### src/hw/mbank_pkg.sv
package mbank_pkg;

  localparam int WIDTH   = 32;
  localparam int BITVROW = 10;
  localparam int BITPBNK = 4;   // up to 16 banks.
  localparam int BITPADR = BITPBNK + BITVROW;

  typedef logic [WIDTH-1:0]   data_t;
  typedef logic [BITVROW-1:0] row_t;
  typedef logic [BITPBNK-1:0] bank_t;
  typedef logic [BITPADR-1:0] padr_t;  // bank above row.

  typedef struct packed {
    logic  valid;
    bank_t bank;
    row_t  row;
    data_t data;
  } wr_req_t;

  typedef struct packed {
    logic  valid;
    bank_t bank;
    row_t  row;
  } rd_req_t;

  // one request per bank per cycle, so read and write never both set.
  typedef struct packed {
    logic  read;
    logic  write;
    row_t  row;
    data_t din;
  } bank_cmd_t;

  typedef struct packed {
    logic  valid;
    data_t data;
    padr_t padr;
  } rd_rsp_t;

endpackage

### src/hw/bank_mux.sv
`timescale 1ns/1ns

module bank_mux #(
  parameter int NUMWRPT = 2,
  parameter int NUMPBNK = 11
) (
  input  mbank_pkg::rd_req_t   rd_req,
  input  mbank_pkg::wr_req_t   wr_req [NUMWRPT],
  input  logic [NUMWRPT-1:0]   wr_accept,
  input  logic                 rsp_valid,
  input  mbank_pkg::padr_t     rsp_padr,
  input  mbank_pkg::data_t     bank_dout [NUMPBNK],
  output mbank_pkg::bank_cmd_t bank_cmd [NUMPBNK],
  output mbank_pkg::rd_rsp_t   rd_rsp
);

  mbank_pkg::bank_t rsp_bank;
  mbank_pkg::data_t rsp_data;

  // Scatter. The arbiter guarantees at most one hit per bank, so the
  // read and write terms below never overlap on the same bank.
  always_comb begin
    for (int b = 0; b < NUMPBNK; b++) begin
      bank_cmd[b] = '0;
      if (rd_req.valid && (rd_req.bank == mbank_pkg::bank_t'(b))) begin
        bank_cmd[b].read = 1'b1;
        bank_cmd[b].row  = rd_req.row;
      end
      for (int i = 0; i < NUMWRPT; i++) begin
        if (wr_accept[i] && (wr_req[i].bank == mbank_pkg::bank_t'(b))) begin
          bank_cmd[b].write = 1'b1;
          bank_cmd[b].row   = wr_req[i].row;
          bank_cmd[b].din   = wr_req[i].data;
        end
      end
    end
  end

  assign rsp_bank = rsp_padr[mbank_pkg::BITVROW +: mbank_pkg::BITPBNK];

  // gather from the bank named in the delayed address.
  always_comb begin
    rsp_data = '0;
    for (int b = 0; b < NUMPBNK; b++) begin
      if (rsp_bank == mbank_pkg::bank_t'(b)) begin
        rsp_data = bank_dout[b];
      end
    end
  end

  always_comb begin
    rd_rsp.valid = rsp_valid;
    rd_rsp.data  = rsp_data;
    rd_rsp.padr  = rsp_padr;  // full physical address.
  end

endmodule

### config.mk
export PLATFORM = sky130hd
export DESIGN_NAME = bank_mux
export DESIGN_NICKNAME = d
export VERILOG_FILES = /design/src/hw/mbank_pkg.sv /design/src/hw/bank_mux.sv
export SDC_FILE = /design/constraint.sdc
export NUM_CORES = 1
export LEC_CHECK = 0
export ABC_AREA = 1
export BUFFER_PORTS_ARGS = -buffer_cell sky130_fd_sc_hd__buf_2
export CORE_AREA = 2 2 387 389
export DETAILED_ROUTE_END_ITERATION = 6
export DIE_AREA = 0 0 389 391
export GPL_ROUTABILITY_DRIVEN = 0
export MAX_ROUTING_LAYER = met4
export SLEW_MARGIN = 20
export SYNTH_ARGS = -nofsm -noshare
export SYNTH_HDL_FRONTEND = slang
export SYNTH_SLANG_ARGS = --single-unit
### constraint.sdc
create_clock -name vclk -period 1.15
set_clock_uncertainty 0.05 [all_clocks]
set_input_delay 0.115 -clock vclk [all_inputs]
set_output_delay 0.115 -clock vclk [all_outputs]
set_load 0.01 [all_outputs]
* Word level (Yosys, flattened, before mapping)
Cells that the tools add are included.
Operators by class: mux-type cells 55, equality and inequality tests 40, reduce and logical (&&, ||, !) cells 37
Operators by type and width (number):
- 43-bit 2-to-1 mux | 22
- 32-bit 2-to-1 mux | 11
- 10-bit 2-to-1 mux | 11
- 4-bit by 3-bit == test with 1-bit output, second input constant | 16
- 4-bit == test, second input constant | 12
- 1-bit logical AND | 33
- 4-bit by 2-bit == test with 1-bit output, second input constant | 8
- 4-bit by 1-bit == test with 1-bit output, second input constant | 4
- 4-bit logical NOT | 4
- 1-bit 2-to-1 mux | 11
Word-level totals: output and inout port bits 531, logic and storage cells 132, bits in registers 0

* Longest topological paths before layout
word-level depth 12, depth in mapped cells 10, gate-level depth less buffers 9

* Worst setup path after synthesis
OpenSTA, ideal clock, no wires.
kind input to output, from input wr_req[92] (netlist bit), to output bank_cmd[341] (netlist bit), arrival time 1.175 ns, required time 0.985 ns, path slack -0.190 ns, stages on the path 6, cell sequence nor2_2 > nand3_1 > or2_1 > clkbuf_1 > buf_2 > o221ai_1
RTL lines:
- from (decl) | line bank_mux.sv:8 | input mbank_pkg::wr_req_t wr_req [NUMWRPT],
- to (decl) | line bank_mux.sv:13 | output mbank_pkg::bank_cmd_t bank_cmd [NUMPBNK],

==> flow_summary_export.csv <==
group,metric,value,unit
grt,grt_pass1_wl,177000,µm
sta,fin_crit_sh,188,%
synth,synth_cells,1614,
floorplan,start_util,5.53,%
grt,grt_usage,17.6,%
layout,fin_cells,4927,
critical_path,crit_top_cell,"buf_12",
sta,period_needed,2.16,ns
sta,rsz0062_at_grt,"true",
power,p_total,0.00877,W
layout,drive_above_1_share,78.5,%
critical_path,cpMaxStageDelayCell,"nand4_1",
sta,setup_violations,516,
routing,wl,152000,µm
layout,area_growth,275,%
critical_path,cp-start-kind,"input port",
sta,tightest_slew,0.861,ns
hold_path,hold_start,"rsp_padr[5]",
hold_path,worst_hold_path_type,"input port to output port",
floorplan,die_w,389,µm
floorplan,fp-row-count,142,
hold_path,hold_depth,0,
place,dp_cells,4700,
flow_run,maxCapViolations,0,
routing,drc,0,
critical_path,worstSetupPathType,"input port to output port",
floorplan,fp.dieH,391,µm
routing,drt_iter0_markers,1478,
grt,grt_max_degree,36,
power,cellLeakagePower,13.3,nW
sta,hold_viol,0,
layout,postLayoutCoreUtil,20.8,%
sta,slew_violations,0,
sta,slew_headroom,42.5,%
clock_network,hold_buffers,0,
synth,yosysSeqAreaShare,0,%
hold_path,worstHoldEndpoint,"rd_rsp[5]",
sta,fmax,463,MHz
layout,nClkBuffers,0,
routing,vias,21000,
power,power_density,284,nW/µm²
floorplan,io_pins,1009,
sta,fin_ws,-1.01,ns
synth,yosysTopAreaCell,"o22ai_1",
place,dpl.hpwl,111000,µm
layout,design.seq.count,0,
grt,grt_pass1_vias,19600,
routing,viasPerCell,4.25,
routing,wl_per_cell,30.8,µm
synth,ys_warn_count,0,
status,failed_checks,"negative setup slack",
synth,syn_nets,2092,
critical_path,cpPeakStageDelay,0.37,ns
synth,synth_area_leaders,"o22ai_1 27%, nand2_1 15%, o221ai_1 9.9%, nand3_1 8.7%, clkbuf_1 7.0%",
layout,seqCellArea,0,µm²
synth,avgSynthCellArea,5.09,µm²
grt,antenna_found_initial,45,
synth,synth.distinct_cells,27,
critical_path,arrival,1.99,ns
place,dp_slack,-1.16,ns
critical_path,crit_start,"rsp_padr[12]",
grt,grt_overflow,0,
power,ir_drop,0.190,mV
critical_path,crit_path_cell_trace,"buf_8 -> nor2_4 -> buf_12 -> buf_8 -> buf_12 -> buf_6 -> nand3_1 -> nand3_1 -> nor2_1 -> nand4_1 -> nand2_1 -> nand4_1 -> buf_12",
floorplan,die_area,152000,µm²
critical_path,crit_fanout,8,
synth,yosys.area.top_type_share,26.8,%
layout,final_nets,3440,
critical_path,cp-end-kind,"output port",
place,portBuffers,985,
routing,firstDrtPassIters,6,
synth,synth_area,8220,µm²
routing,ant_nets,0,
floorplan,core_area,149000,µm²
status,outcome,"finished, violations left",
critical_path,worstPathRequired,0.99,ns
==> cells in the mapped netlist (2+ instances only) <==
master    count
nand3_2       2
a21oi_1      30
or2_1         3
or2_0        16
o221ai_1     93
clkinv_1      2
nand2_1     338
buf_6         5
nor2_2        5
o221ai_2      8
o22ai_1     352
nand3_1     143
buf_2        69
a211oi_1      2
a221oi_1      7
clkbuf_1    153
o21ai_0       4
or2_2        12
inv_1       151
inv_2        14
nand4_1      66
nor2_1      120
buf_4        15
==> worst max-delay path by stage <==
stage | end | cells past startpoint | slack [ns]
after floorplan | bank_cmd[428] | 5 | -0.14
after global placement | bank_cmd[34] | 11 | -1.16
after detailed placement | bank_cmd[34] | 11 | -1.16
after CTS | rd_rsp[44] | 12 | -0.85
after global routing | rd_rsp[31] | 13 | -1.09
final | rd_rsp[31] | 13 | -1.01
==> where the power goes <==
group	total, W	switching [W]	internal, W
Clock	0.00000000131	0	0.00000000131
Combinational	0.00877	0.00503	0.00374
Sequential	0	0	0
==> critical path, delay by kind of cell <==
family / cells / cell delay, ns
buf+inv: 6 / 0.83
simple gates: 7 / 1.02
==> routing by layer <==
layer	up-vias	share of wire (%)	track usage, %
met4	0	8.3	11.6
met5	-	0	-
met3	539	6.2	2.06
li1	8648	-	-
met1	10100	32	17.2
met2	1681	53	32.8
==> cells by family after synthesis <==
group                  count (synthesis)  share of synthesized area [%]
and+or+nand+nor                      708                           37.9
AOI/OAI and AO/OA                    496                           41.2
buffers and inverters                410                           20.9
==> area by class of cell <==
cell class / instances / area, µm²
Multi-Input combinational cell: 1205 / 12800
Fill cell: 16100 / 118000
Tap cell: 1944 / 2430
Antenna cell: 23 / 57.6
Inverter: 167 / 744
Timing Repair Buffer: 1588 / 14900
==> placed cells by master (no fill, tap or decap), drive strengths merged <==
cell and instances:
nand2 339, inv 161, a211oi 2, nand3 145, nor2 126, diode 23, o22ai 352, a221oi 7
or2 32, a21oi 30, nand4 66, o221ai 101, o21ai 4, nand3b 1, bufbuf 1, clkbuf 26
buf 1561, clkinv 5, clkinvlp 1
==> metrics by stage <==
| stage | TNS [ns] | instance area, µm² | hold WS, ns |
|---|---|---|---|
| final | -268.43 | 30900 | 0.180 |
| after global routing | -281.70 | 30800 | 0.180 |
| after CTS | -255.50 | 26700 | 0.180 |
| after detailed placement | -283.97 | 23000 | 0.180 |
| after global placement | -276.33 | 23000 | 0.180 |
| after floorplan | -16.29 | 11900 | 0.272 |
==> what timing repair did <==
item	in CTS	in global routing
endpoints found under the setup margin	509	516
endpoints found under the hold margin	0	0
cloned	19	30
setup buffers	107	86
pin swaps	128	189
resized for setup	513	569
No activity file was read; power rests on OpenSTA's default activity.
