**src/hw/mbank_pkg.sv**
```systemverilog
package mbank_pkg;

  localparam int WIDTH   = 32;
  localparam int BITVROW = 10;
  localparam int BITPBNK = 4;   // up to 16 banks.
  localparam int BITPADR = BITPBNK + BITVROW;

  typedef logic [WIDTH-1:0]   data_t;
  typedef logic [BITVROW-1:0] row_t;
  typedef logic [BITPBNK-1:0] bank_t;
  typedef logic [BITPADR-1:0] padr_t;  // bank above row.

  typedef struct packed {
    logic  valid;
    bank_t bank;
    row_t  row;
    data_t data;
  } wr_req_t;

  typedef struct packed {
    logic  valid;
    bank_t bank;
    row_t  row;
  } rd_req_t;

  // one request per bank per cycle, so read and write never both set.
  typedef struct packed {
    logic  read;
    logic  write;
    row_t  row;
    data_t din;
  } bank_cmd_t;

  typedef struct packed {
    logic  valid;
    data_t data;
    padr_t padr;
  } rd_rsp_t;

endpackage

```
**src/hw/wr_arbiter.sv**
```systemverilog
`timescale 1ns/1ns

module wr_arbiter #(
  parameter int NUMWRPT = 2,
  parameter int NUMPBNK = 11
) (
  input  mbank_pkg::rd_req_t  rd_req,
  input  mbank_pkg::wr_req_t  wr_req [NUMWRPT],
  output logic [NUMWRPT-1:0]  wr_accept
);

  logic [NUMPBNK-1:0] claimed;     // banks taken this cycle.
  logic [NUMPBNK-1:0] rd_claim;
  logic [NUMWRPT-1:0] wr_in_range;

  // read has first claim on its bank.
  always_comb begin
    rd_claim = '0;
    if (rd_req.valid && (rd_req.bank < NUMPBNK)) begin
      rd_claim[rd_req.bank] = 1'b1;
    end
  end

  // writes to a bank that does not exist are never accepted.
  always_comb begin
    for (int i = 0; i < NUMWRPT; i++) begin
      wr_in_range[i] = wr_req[i].bank < NUMPBNK;
    end
  end

  // Write ports are walked lowest index first. A port wins only if
  // nobody ahead of it, read included, has taken the bank yet.
  always_comb begin
    claimed   = rd_claim;
    wr_accept = '0;
    for (int i = 0; i < NUMWRPT; i++) begin
      if (wr_req[i].valid && wr_in_range[i]) begin
        if (!claimed[wr_req[i].bank]) begin
          wr_accept[i]             = 1'b1;
          claimed[wr_req[i].bank]  = 1'b1;  // later ports lose this bank.
        end
      end
    end
  end

endmodule
```
**config.mk**
```make
export PLATFORM = sky130hd
export DESIGN_NAME = wr_arbiter
export DESIGN_NICKNAME = d
export VERILOG_FILES = /design/src/hw/mbank_pkg.sv /design/src/hw/wr_arbiter.sv
export SDC_FILE = /design/constraint.sdc
export NUM_CORES = 1
export LEC_CHECK = 0
export BUFFER_PORTS_ARGS = -buffer_cell sky130_fd_sc_hd__buf_4
export CORE_MARGIN = 2
export CORE_UTILIZATION = 21
export DETAILED_ROUTE_END_ITERATION = 16
export PLACE_DENSITY = 0.89
export SYNTH_ARGS = -nofsm -noshare
export SYNTH_HDL_FRONTEND = slang
export SYNTH_SLANG_ARGS = --single-unit
```
**constraint.sdc**
```tcl
create_clock -name vclk -period 1.56
set_input_delay 0.156 -clock vclk [all_inputs]
set_output_delay 0.156 -clock vclk [all_outputs]
set_load 0.005 [all_outputs]
```
Word level (Yosys, flattened, before mapping)
Cells that the tools add are included.

Bits in registers: 0. Bits of input ports: 109. Output and inout port bits: 2. Logic and storage cells: 29.

Magnitude comparators: 8. Muxes and demuxes: 15. Bitwise operators: 1. Reduce and logical (&&, ||, !) cells: 5.

Operators with widths (number): $mux 11 (3); $lt 4x5->1 const B (3); $lt 4x4->1 const B (3); $or 11x11->11 (1); $bmux 1 s4 (2); $demux 1 s4 (2); $ge 4x1->1 const B (2); $mux 1 (8); $logic_and 1x1->1 (5).

Longest topological paths before layout
Word-level depth: 13. Depth in mapped cells: 6. Depth with buffers taken out: 5.

Worst setup path before layout
OpenSTA, ideal clock, no wires.

Kind: input -> output. Start point: in rd_req[11] (netlist name). End point: out wr_accept[1]. Arrival time: 1.092 ns. Required time: 1.404 ns. Slack: 0.312 ns. Stages on the path: 6. Buffers on the path: 1. Cells stage by stage: buf_2 > and4bb_2 > o21ai_2 > nand4_1 > a31oi_1 > o211ai_2.

Word-level cells in the longest chain between the ends: 13. Elaborated cells on any way between the ends: 17. Those cells by class: order compare: 3; mux: 11; bitwise: 1; reduce/logical: 2.

RTL lines: from (decl) (line wr_arbiter.sv:7) `input mbank_pkg::rd_req_t rd_req,`; $lt 4x5->1 (not written as such) or $ge 4x1->1 (tied branches) (line wr_arbiter.sv:20) `rd_claim[rd_req.bank] = 1'b1;`; $logic_and 1x1->1 (not written as such) (line wr_arbiter.sv:20); $mux 1 (not written as such) (line wr_arbiter.sv:20); $demux 1 s4 (line wr_arbiter.sv:20); $mux 11 (*) (line wr_arbiter.sv:19) `if (rd_req.valid && (rd_req.bank < NUMPBNK)) begin`; $bmux 1 s4 (line wr_arbiter.sv:38) `if (!claimed[wr_req[i].bank]) begin`; $mux 1 (not written as such) (line wr_arbiter.sv:38); $mux 11 (line wr_arbiter.sv:38); $mux 11 (*) (line wr_arbiter.sv:37) `if (wr_req[i].valid && wr_in_range[i]) begin`; $bmux 1 s4 (*) (line wr_arbiter.sv:38); $mux 1 (not written as such) (*) (line wr_arbiter.sv:38); $mux 1 (*) (line wr_arbiter.sv:38); $mux 1 (*) (line wr_arbiter.sv:37); to (decl) (line wr_arbiter.sv:9) `output logic [NUMWRPT-1:0] wr_accept`.

Mark *: on every way between the ends. The rest lies on a longest branch, timed or not. The select of a mux whose other input is x is not followed.

Worst setup path in the final report
Start point: in rd_req[12] (netlist name). End point: out wr_accept[1].

Same word-level chain as after synthesis.

==> flow_summary.yaml <==
yosys:
  muxShareOfSynthArea_pct: 0
  synth.yosys.warnings: 0
  synthesis.area_per_instance_sq_um: 7.51
  dominant_combinational_cell_family_by_area_after_synthesis: "simple AND/OR/NAND/NOR gates"
  synth_fa_ha_area_share_pct: 0
  synth_compound_gate_area_share_pct: 31.8
  seq_area_frac_synth_pct: 0
  synth_simple_gate_area_share_pct: 40.4
  netlist-cell-type-count: 29
  syn_area_sq_um: 405
  postSynthCellCount: 54
  post_synth_xor_area_fraction_pct: 19.1
  post_synth_net_total: 163
clock_network:
  cts_hold_repair_buffers: 0
  post-cts-setup-buffer-count: 0
final_layout:
  antennaDiodeCount: 0
  layout_cells_sized_above_1_pct: 40.3
  area_growth_syn_to_layout_pct: 34.0
  seq_cells: 0
  fin_nets: 178
  layout.clock_buffers: 0
  final.fill_count: 220
  multiInputGateArea_sq_um: 377
  final_non_filler_cell_area_sq_um: 543
  final-seq-area_sq_um: 0
grt:
  grt_first_pass_wirelength_microns: 1760
  total_grt_usage_pct: 10.1
  grt_antenna_before_repair: 0
  grt_overflow_total: 0
  grt_max_degree: 10
  grt_pass1_vias: 423
placement:
  gp_congestion: 0.814
  number_of_i_o_port_buffers: 17
  detailed_place.area_sq_um: 537
pwr:
  max-vdd-ir-drop_v: 0.000119
  fin_total_pwr_uw: 138
  cellLeakagePower_nw: 0.224
  power-per-cell-area_nw_per_um2: 254
sta:
  achievable-frequency_mhz: 687
  setup_viol: 0
  final_cycle_utilization_of_the_critical_path_pct: 93.4
  slew_headroom_pct: 84.3
  timing_worst_slew_pin_value_ns: 0.235
  hold_violations: 0
  finalMaxSlewViolations: 0
  final_period_minus_worst_setup_slack_ns: 1.46
  setup-tns-final_ns: 0
  setup_repair_after_global_routing_missed_its_margin: "false"
routing:
  dr.first_iter.drc_count: 8
  total_detailed_routing_wirelength_microns: 1060
  detailedRoute.firstPassIterationCount: 2
  postRouteAntennaNets: 0
  wl_per_cell_microns: 11.5
  detail_route.vias_per_cell: 4.85
  route.vias.total: 446
  route.detailed.drc: 0
floorplan:
  core_region_area_sq_um: 1760
  floorplan.io_pins: 111
  design.die.area_sq_um: 2300
  dieHeight_microns: 47.9
  initial_utilization_pct: 23.0
  std_cell_rows: 15
  die_width_microns: 47.9
setup_path:
  cp_max_fo: 8
  timing_worst_setup_path_type: "input port to primary output"
  path_cells: "buf_4, and4bb_2, nor3_1, a221oi_2, o21ai_1, o211ai_2, buf_4"
  worstSetupEndpointType: "primary output"
  crit_start_category: "input port"
  cp.required_ns: 1.40
  largest_stage_delay_on_the_critical_path_ns: 0.34
  arrival_ns: 1.30
  crit_top_cell: "buf_4"
  critPathSlowestCell: "and4bb_2"
min_path:
  worst_hold_path_type: "input port to primary output"
run:
  maxCapViolations: 0
status:
  status: "finished clean"
[power by group]
group	switching, mW	leakage [nW]	total [mW]	internal [mW]
registers	0	0	0	0
clock network	0	0	0	0
logic	0.0646	0.224	0.138	0.0736
[stage by stage]
| stage | utilization [%] | setup slack (ns) | std cells | hold slack, ns |
|---|---|---|---|---|
| CTS | 30.8 | 0.0535 | 92 | 0.581 |
| global placement | 30.4 | 0.0963 | 92 | 0.578 |
| floorplan | - | 0.312 | 54 | 0.363 |
| global route | 30.8 | 0.000614 | 92 | 0.604 |
| detailed placement | 30.4 | -0.0390 | 92 | 0.579 |
| finish | 30.8 | 0.104 | 92 | 0.580 |
[critical path, delay by kind of cell]
kind	cells	cell delay, ns
compound gates	3	0.47
buf+inv	2	0.27
simple gates	2	0.40
[final timing paths]
kind,startpoint,end,cells past startpoint
min,wr_req[92],wr_accept[0],3
max,rd_req[12],wr_accept[1],7
[cell families after synthesis]
kind of cell              Yosys count
AOI/OAI and AO/OA                  16
xor gates and xnor gates            8
buffers and inverters               6
and+or+nand+nor                    24
[per-layer routing]
layer  global-route usage [%]  routed length (microns)  vias to the layer above
met4                        0                        0                        0
met1                     13.9                      484                      203
met5                        0                        0                        -
li1                         -                        -                      232
met2                     18.4                      506                       11
met3                    0.377                       65                        0
[layout make-up]
type | instances | area share, %
Multi-Input combinational cell | 48 | 69.4
Tap cell | 25 | 5.76
Timing Repair Buffer | 17 | 23.5
Inverter | 2 | 1.38
[layout by cell type, fill, tap and decap left out, drive strengths merged]
cell type / n
xnor2: 6
o21ai: 3
a31oi: 2
nand3b: 2
and3: 1
and4b: 1
and4bb: 3
o211ai: 1
nor2: 5
xor2: 2
and3b: 1
nor2b: 2
nand2b: 1
a21oi: 3
a211oi: 1
a221oi: 2
a22oi: 1
inv: 2
nand4: 3
o21bai: 1
nor3: 2
and2b: 1
a221o: 1
nand2: 2
buf: 17
a41o: 1
[synth_stat cells (2+ instances only)]
library cell	n	area, sq um
a21oi_1	3	15.0
a221oi_1	2	17.5
a31oi_1	2	12.5
and4bb_2	3	37.5
buf_4	3	22.5
inv_1	2	7.51
nand2_1	2	7.51
nand3b_1	2	15.0
nand4_1	3	18.8
nor2_1	5	18.8
nor2b_1	2	12.5
nor3_1	2	10.0
o21ai_0	2	10.0
xnor2_1	5	43.8
xor2_1	2	17.5
[timing repair]
| action | CTS | global route |
|---|---|---|
| hold endpoints to repair | 0 | 0 |
| setup endpoints to repair | 1 | 1 |
| gates resized for setup | 1 | 1 |
| cloned | 0 | 0 |
Note: power is estimated with default switching activity, not from simulation.
