### src/hw/mbank_pkg.sv
package mbank_pkg;

  localparam int WIDTH   = 32;
  localparam int BITVROW = 10;
  localparam int BITPBNK = 4;   // up to 16 banks.
  localparam int BITPADR = BITPBNK + BITVROW;

  typedef logic [WIDTH-1:0]   data_t;
  typedef logic [BITVROW-1:0] row_t;
  typedef logic [BITPBNK-1:0] bank_t;
  typedef logic [BITPADR-1:0] padr_t;  // bank above row.

  typedef struct packed {
    logic  valid;
    bank_t bank;
    row_t  row;
    data_t data;
  } wr_req_t;

  typedef struct packed {
    logic  valid;
    bank_t bank;
    row_t  row;
  } rd_req_t;

  // one request per bank per cycle, so read and write never both set.
  typedef struct packed {
    logic  read;
    logic  write;
    row_t  row;
    data_t din;
  } bank_cmd_t;

  typedef struct packed {
    logic  valid;
    data_t data;
    padr_t padr;
  } rd_rsp_t;

endpackage

### src/hw/rd_pipe.sv
`timescale 1ns/1ns

module rd_pipe #(
  parameter int DRAM_DELAY = 2
) (
  input  logic                clk,
  input  logic                arst_n,
  input  mbank_pkg::rd_req_t  rd_req,
  output logic                rsp_valid,
  output mbank_pkg::padr_t    rsp_padr
);

  logic [DRAM_DELAY-1:0] vld_q;
  mbank_pkg::padr_t      padr_q [DRAM_DELAY];

  // valids need a clean start after reset.
  always_ff @(posedge clk or negedge arst_n) begin
    if (!arst_n) begin
      vld_q <= '0;
    end else begin
      vld_q[0] <= rd_req.valid;
      for (int i = 1; i < DRAM_DELAY; i++) begin
        vld_q[i] <= vld_q[i-1];
      end
    end
  end

  // address tag follows its valid stage by stage.
  always_ff @(posedge clk) begin
    padr_q[0] <= {rd_req.bank, rd_req.row};
    for (int i = 1; i < DRAM_DELAY; i++) begin
      padr_q[i] <= padr_q[i-1];
    end
  end

  assign rsp_valid = vld_q[DRAM_DELAY-1];
  assign rsp_padr  = padr_q[DRAM_DELAY-1];

endmodule

### config.mk
export PLATFORM = sky130hd
export DESIGN_NAME = rd_pipe
export DESIGN_NICKNAME = d
export VERILOG_FILES = /design/src/hw/mbank_pkg.sv /design/src/hw/rd_pipe.sv
export SDC_FILE = /design/constraint.sdc
export NUM_CORES = 1
export LEC_CHECK = 0
export BUFFER_PORTS_ARGS = -buffer_cell sky130_fd_sc_hd__buf_2
export CAP_MARGIN = 0
export CORE_MARGIN = 2
export CORE_UTILIZATION = 36
export CTS_CLUSTER_SIZE = 28
export DETAILED_ROUTE_END_ITERATION = 16
export GPL_ROUTABILITY_DRIVEN = 0
export PLACE_DENSITY = 0.66
export SYNTH_ARGS = -nofsm -noshare
export SYNTH_HDL_FRONTEND = slang
export SYNTH_SLANG_ARGS = --single-unit
export TNS_END_PERCENT = 5
### constraint.sdc
create_clock -name clk -period 0.8 [get_ports clk]
set_input_delay 0 -clock clk [delete_from_list [all_inputs] [get_ports clk]]
set_output_delay 0 -clock clk [all_outputs]
set_load 0.01 [all_outputs]
==> Word level (Yosys, flattened, before mapping) <==
Memories as Yosys holds them, arrays and structs flattened.
Index checks and enable logic that the tools add are counted.
{ "word_totals": {"elab_cells": 2, "mem_bits_rw": 28, "mem_count": 1, "register_bits": 2} }
{ "mem_list": {"columns": ["name", "words", "width", "rd", "rd_clocked_by_memory_dff", "write_ports", "line", "text"], "rows": [
  ["padr_q", 2, 14, 2, 0, 2, "rd_pipe.sv:14", "mbank_pkg::padr_t padr_q [DRAM_DELAY];"]
]} }

==> Logic depth before layout (Yosys ltp) <==
Gate-level depths: netlist of the first run.
{ "logic_depth": {"depth_word": 0, "mapped_depth": 1} }

==> Least setup slack after synthesis of the first run <==
Ideal clock, no wire load.
{ "synth_path": {"path_kind": "register to register", "start": "register vld_q[0]", "end": "register vld_q[1]", "t_arrival_ns": 0.330, "n_path_buf": 0, "setup_ns": 0.121, "path_stages_with_launch": 1, "slack_ns": 0.350, "path_cell_list": "dfrtp_1"} }
{ "synth_lines": {"columns": ["element", "line", "text"], "rows": [
  ["start: declaration", "rd_pipe.sv:13", "logic [DRAM_DELAY-1:0] vld_q;"],
  ["start signal: assignment", "rd_pipe.sv:21", "vld_q[0] <= rd_req.valid;"],
  ["start signal: indexed assignment", "rd_pipe.sv:23", "vld_q[i] <= vld_q[i-1];"]
]} }
No word-level cell between the ends.

==> Worst setup path in the final report of the first run <==
{ "layout_path": {"start": "register vld_q[1]", "end": "output port rsp_valid"} }
{ "layout_lines": {"columns": ["element", "line", "text"], "rows": [
  ["end: declaration", "rd_pipe.sv:9", "output logic rsp_valid,"]
]} }
No word-level cell between the ends.

==> results.py, run 1 <==
metrics = {
    "critical_path": {
        "crit_family": "flip-flops",
        "path_max_fanout": 1,
        "r2r_slack_ns": 0.32,
        "cp.arrival_ns": 0.81,
        "reg2reg_from": "vld_q[0]",
        "cpMaxStageDelayCell": "dfrtp_1",
        "required_ns": 0.80,
        "r2r-end": "vld_q[1]",
        "cpPeakStageDelay_ns": 0.37,
        "endpoint_kind": "output pin",
        "crit_type": "flip-flop to output pin",
        "startpoint_type": "flip-flop",
        "crit_chain": "buf_2",
        "critPathBufInv": 1,
        "reg2regPathDepth": 0,
    },
    "power": {
        "power_frac_comb_pct": 5.5,
        "power_density_nw_per_um2": 2780,
        "ir_drop_mv": 1.52,
        "power_switching_uw": 512,
        "pwr-share-clk_pct": 40.5,
        "p_sw_share_pct": 17.4,
        "power_frac_seq_pct": 54.1,
        "p_leak_uw": 0.000498,
        "p_int_uw": 2430,
    },
    "routing": {
        "wl_um": 1000,
        "drtIter0Drc": 0,
        "wl_per_cell_um": 8.85,
        "vias": 395,
        "drc_errors": 0,
        "dr.pass1.iters": 1,
        "via_per_inst": 3.50,
        "ant_nets": 0,
    },
    "timing": {
        "fin_crit_ns": 0.809,
        "hold_violations": 0,
        "skew_ns": 0.0114,
        "fmax_ghz": 1.24,
        "worst_slew_pin_slew_ns": 0.111,
        "rsz0062_at_grt": "yes",
        "slew_headroom_pct": 92.6,
        "drv_slew": 0,
        "finalCritPeriodShare_pct": 101,
        "fin_ws_ns": -0.00936,
        "finalSetupViolCount": 1,
    },
    "logic_synthesis": {
        "synthArstFlopShare_pct": 6.67,
        "synth.distinct_cells": 3,
        "synthAdderAreaFrac_pct": 0,
        "ys.flop_type": "dfxtp_1",
        "ys_top_cells_by_area": "dfxtp_1, buf_4, dfrtp_1",
        "yosysTopAreaCell": "dfxtp_1",
        "yosysMostFrequentCell": "dfxtp_1",
        "synth-simple-area-share_pct": 0,
        "synth_edf_count": 0,
        "synth_top_family_by_area": "buffers and inverters",
        "synth_seq_area_share_pct": 85.3,
        "syn_area_um2": 716,
        "syn-num-nets": 61,
        "synth-compound-area-share_pct": 0,
        "syn-mean-instance-area_um2": 16.3,
        "yosysWarnings": 0,
        "synthCells": 44,
        "synth_common_cells": "dfxtp_1, buf_4, dfrtp_1",
        "yosys.area_share.xor_xnor_pct": 0,
        "ys_ff_latch": 30,
        "post-synth-top-area-fraction_pct": 78.3,
        "synth_mux_area_share_pct": 0,
    },
    "finish": {
        "antenna_cells": 0,
        "stdcell_count": 113,
        "fillers": 188,
        "syn_to_final_growth_pct": 47.6,
        "fin_nets": 102,
        "nMultiInputCombCells": 0,
        "multi_input_area_um2": 0,
        "fin_util_pct": 54.9,
        "drive_gt1_share_pct": 45.3,
        "fin_area_um2": 1060,
    },
    "grt": {
        "grtUsageTotal_pct": 10.0,
        "antenna_found_initial": 0,
        "grt_max_degree": 11,
        "grt_pass1_vias": 419,
        "globalRouteOverflowTotal": 0,
        "grt_pass1_wl_um": 1620,
    },
    "die": {
        "die_height_um": 48.6,
        "die_w_um": 48.6,
        "start_util_pct": 37.2,
        "coreArea_um2": 1920,
        "dieArea_um2": 2360,
        "ios": 32,
        "rows": 16,
    },
    "outcome": {
        "status": "finished, violations left",
        "violations": "setup timing",
    },
    "place": {
        "port_buffers": 31,
        "dp.cells": 88,
        "placedInstanceArea_um2": 800,
    },
    "hold_path": {
        "hold_class": "flip-flop to flip-flop",
        "hold_end": "padr_q[0][15]",
        "hold_depth": 0,
        "hold_start": "padr_q[0][1]",
    },
    "clock_tree": {
        "clock_latency_ns": 0.30,
        "cts_tree": "done",
        "h-tree-depth": 2,
        "post_cts.repair.setup_buffers": 0,
        "clockBufferDepth": 2,
        "path_clk_slew_ns": 0.09,
        "numCtsBuffers": 5,
        "cts.sinks": 30,
        "clock-root-buffer": "clkbuf_4",
    },
    "run": {
        "max-cap-violations": 0,
    },
}
cell type report:
| type | count | area [um^2] | area share, % |
|---|---|---|---|
| timing repair buffer | 48 | 325 | 30.8 |
| clock inverter | 1 | 30.0 | 2.84 |
| clock buffer | 7 | 55.1 | 5.21 |
| tap | 27 | 33.8 | 3.20 |
| sequential | 30 | 612 | 57.9 |
sequential cells by signal, summed over array words and instances, names as in the netlist:
| name | cells |
|---|---|
| padr_q | 28 |
| vld_q | 2 |
timing repair:
action,CTS,global route
hold buffers,17,0
endpoints found under the hold margin,17,0
endpoints found under the setup margin,1,2
gates resized for setup,0,1
per-layer routing:
layer / GRT usage, % / routed length (um)
met1: 7.33 / 304
met2: 18.3 / 612
met5: 0 / 0
met3: 4.63 / 63
met4: 10.0 / 19
cells by family after synthesis:
family and after synthesis:
flops 30, buf+inv 14
worst max path at each step:
stage / to / depth (start not counted) / slack (ns) / start
after floorplan: vld_q[1] / 0 / 0.35 / vld_q[0]
after global placement: rsp_valid / 1 / 0.34 / vld_q[1]
after detailed placement: rsp_valid / 1 / 0.34 / vld_q[1]
after CTS: rsp_valid / 1 / -0.02 / vld_q[1]
after global routing: rsp_valid / 1 / -0.07 / vld_q[1]
final: rsp_valid / 1 / -0.009 / vld_q[1]
stage by stage:
stage / hold slack [ns] / setup slack (ns) / setup TNS [ns] / power (uW)
after floorplan: -0.296 / 0.350 / 0 / 1690
after global placement: -0.213 / 0.338 / 0 / 1720
after global routing: 0.307 / -0.0711 / -0.0711 / 3090
after detailed placement: -0.210 / 0.336 / 0 / 1720
final: 0.330 / -0.00936 / -0.00936 / 2940
after CTS: 0.303 / -0.0221 / -0.0221 / 2980
power by group through the flow:
stage	clock network (uW)	registers (uW)	logic, uW
2_1_floorplan	0	1620	71.4
3_3_place_gp	0	1620	96.2
3_5_place_dp	0	1620	97.2
4_1_cts	1230	1590	161
5_1_grt	1310	1600	174
6_report	1190	1590	160
layout by cell type, fill, tap and decap left out:
| master | n |
|---|---|
| dfrtp_1 | 2 |
| clkbuf_1 | 1 |
| dfxtp_2 | 1 |
| clkbuf_8 | 1 |
| buf_2 | 31 |
| bufinv_16 | 1 |
| dlygate4sd3_1 | 17 |
| clkbuf_4 | 5 |
| dfxtp_1 | 27 |
No activity file was read; power rests on OpenSTA's default activity.
==> run 2, diff against run 1 <==
CORE_UTILIZATION = 42   (was 36)
PLACE_DENSITY = 0.75   (was 0.66)
REMOVE_ABC_BUFFERS = 1   (was not set)
==> results.py, run 2 (synthesis results as in run 1) <==
metrics = {
    "outcome": {
        "status": "completed",
    },
    "power": {
        "p_leak_uw": 0.000480,
        "ir_drop_mv": 1.63,
        "power_density_nw_per_um2": 2480,
    },
    "run": {
        "max-cap-violations": 0,
    },
    "critical_path": {
        "crit_cells": 1,
        "required_ns": 0.80,
        "reg2regPathDepth": 0,
        "crit_family": "flip-flops",
        "path_max_fanout": 1,
        "startpoint": "vld_q[1]",
        "cpPeakStageDelay_ns": 0.36,
        "crit_type": "flip-flop to output pin",
        "cpMaxStageDelayCell": "dfrtp_1",
        "endpoint_kind": "output pin",
        "crit_chain": "buf_2",
        "cp.arrival_ns": 0.80,
        "startpoint_type": "flip-flop",
        "critPathBufInv": 1,
        "reg2reg_from": "vld_q[0]",
    },
    "finish": {
        "largest_reg_flops": 28,
        "fin_area_um2": 1010,
        "fin_util_pct": 64.8,
        "syn_to_final_growth_pct": 41.3,
        "nMultiInputCombCells": 0,
        "top_regs": "padr_q x28, vld_q x2",
        "layout_common_cells": "buf_2, dfxtp_1, dlygate4sd3_1",
        "largest-register": "padr_q",
        "drive_gt1_share_pct": 45.9,
        "fin_nets": 102,
        "final_common_cell": "buf_2",
        "antenna_cells": 0,
        "multi_input_area_um2": 0,
    },
    "die": {
        "ios": 32,
        "coreArea_um2": 1560,
        "die_w_um": 45.3,
        "rows": 14,
        "start_util_pct": 45.9,
        "die_height_um": 45.3,
        "dieArea_um2": 2050,
    },
    "hold_path": {
        "hold_start": "rd_req[1]",
        "hold_depth": 2,
        "hold_class": "input pin to flip-flop",
    },
    "timing": {
        "finalCritPeriodShare_pct": 100,
        "fin_hold_ws_ns": 0.320,
        "rsz0062_at_grt": "yes",
        "slew_headroom_pct": 92.6,
        "fin_crit_ns": 0.800,
        "worst_slew_pin_slew_ns": 0.111,
        "skew_ns": 0.00531,
        "fmax_ghz": 1.25,
        "drv_slew": 0,
        "finalSetupViolCount": 0,
        "hold_violations": 0,
    },
    "clock_tree": {
        "clock-root-buffer": "clkbuf_4",
        "numCtsBuffers": 5,
        "clock_latency_ns": 0.31,
        "h-tree-depth": 2,
        "cts_tree": "done",
        "clockBufferDepth": 2,
        "path_clk_slew_ns": 0.08,
        "cts.sinks": 30,
    },
    "routing": {
        "dr.pass1.iters": 2,
        "vias": 406,
        "via_per_inst": 4.02,
        "drc_errors": 0,
        "wl_um": 1070,
        "drtIter0Drc": 2,
        "ant_nets": 0,
        "wl_per_cell_um": 10.6,
    },
    "grt": {
        "grt_pass1_vias": 433,
        "grt_pass1_wl_um": 1640,
        "grtUsageTotal_pct": 13.6,
        "antenna_found_initial": 0,
        "globalRouteOverflowTotal": 0,
        "grt_max_degree": 9,
    },
    "place": {
        "placedInstanceArea_um2": 786,
        "port_buffers": 31,
    },
}
## run 2: metrics by stage
step / std cells / setup slack [ns] / setup TNS [ns] / power (uW)
floorplan: 30 / 0.350 / 0 / 1650
CTS: 101 / -0.0200 / -0.0200 / 2540
detailed placement: 77 / 0.336 / 0 / 1720
global route: 101 / -0.0537 / -0.0537 / 2630
finish: 101 / 0.0000739 / 0 / 2500
global placement: 77 / 0.339 / 0 / 1720
## run 2: timing repair
action                     4_1_cts  5_1_grt
setup endpoints to repair        1        4
gates resized for setup          0        4
hold buffers                    17        0
hold endpoints to repair        17        0
buffers inserted                 0        0
## run 2: power by group
group          leakage, uW  switching (uW)  internal [uW]  total (uW)
clock            0.0000254             417            330         748
sequential        0.000260            17.0           1570        1590
combinational     0.000195            54.6            110         164
## run 2: final cells by class
class	instances	area [um^2]
sequential	30	614
clock buffer	7	45.0
timing repair buffer	48	332
tap	16	20.0
fill	113	548
## run 2: final timing paths
path	end	slack (ns)
setup / recovery	rsp_valid	0.00007
max in group asynchronous	vld_q[0]	0.14
setup reg to reg	vld_q[1]	0.34
min in group asynchronous	vld_q[1]	0.53
hold reg to reg	padr_q[0][15]	0.32
hold / removal	padr_q[0][1]	0.32
## run 2: routing by layer
| layer | global-route usage (%) | wire [um] | share of wire, % | vias up |
|---|---|---|---|---|
| met5 | 0 | 0 | 0 | - |
| met4 | 12.4 | 42 | 3.9 | 0 |
| met3 | 10.4 | 114 | 11 | 6 |
| met2 | 23.4 | 609 | 57 | 23 |
| met1 | 8.48 | 304 | 28 | 179 |
| li1 | - | - | - | 198 |
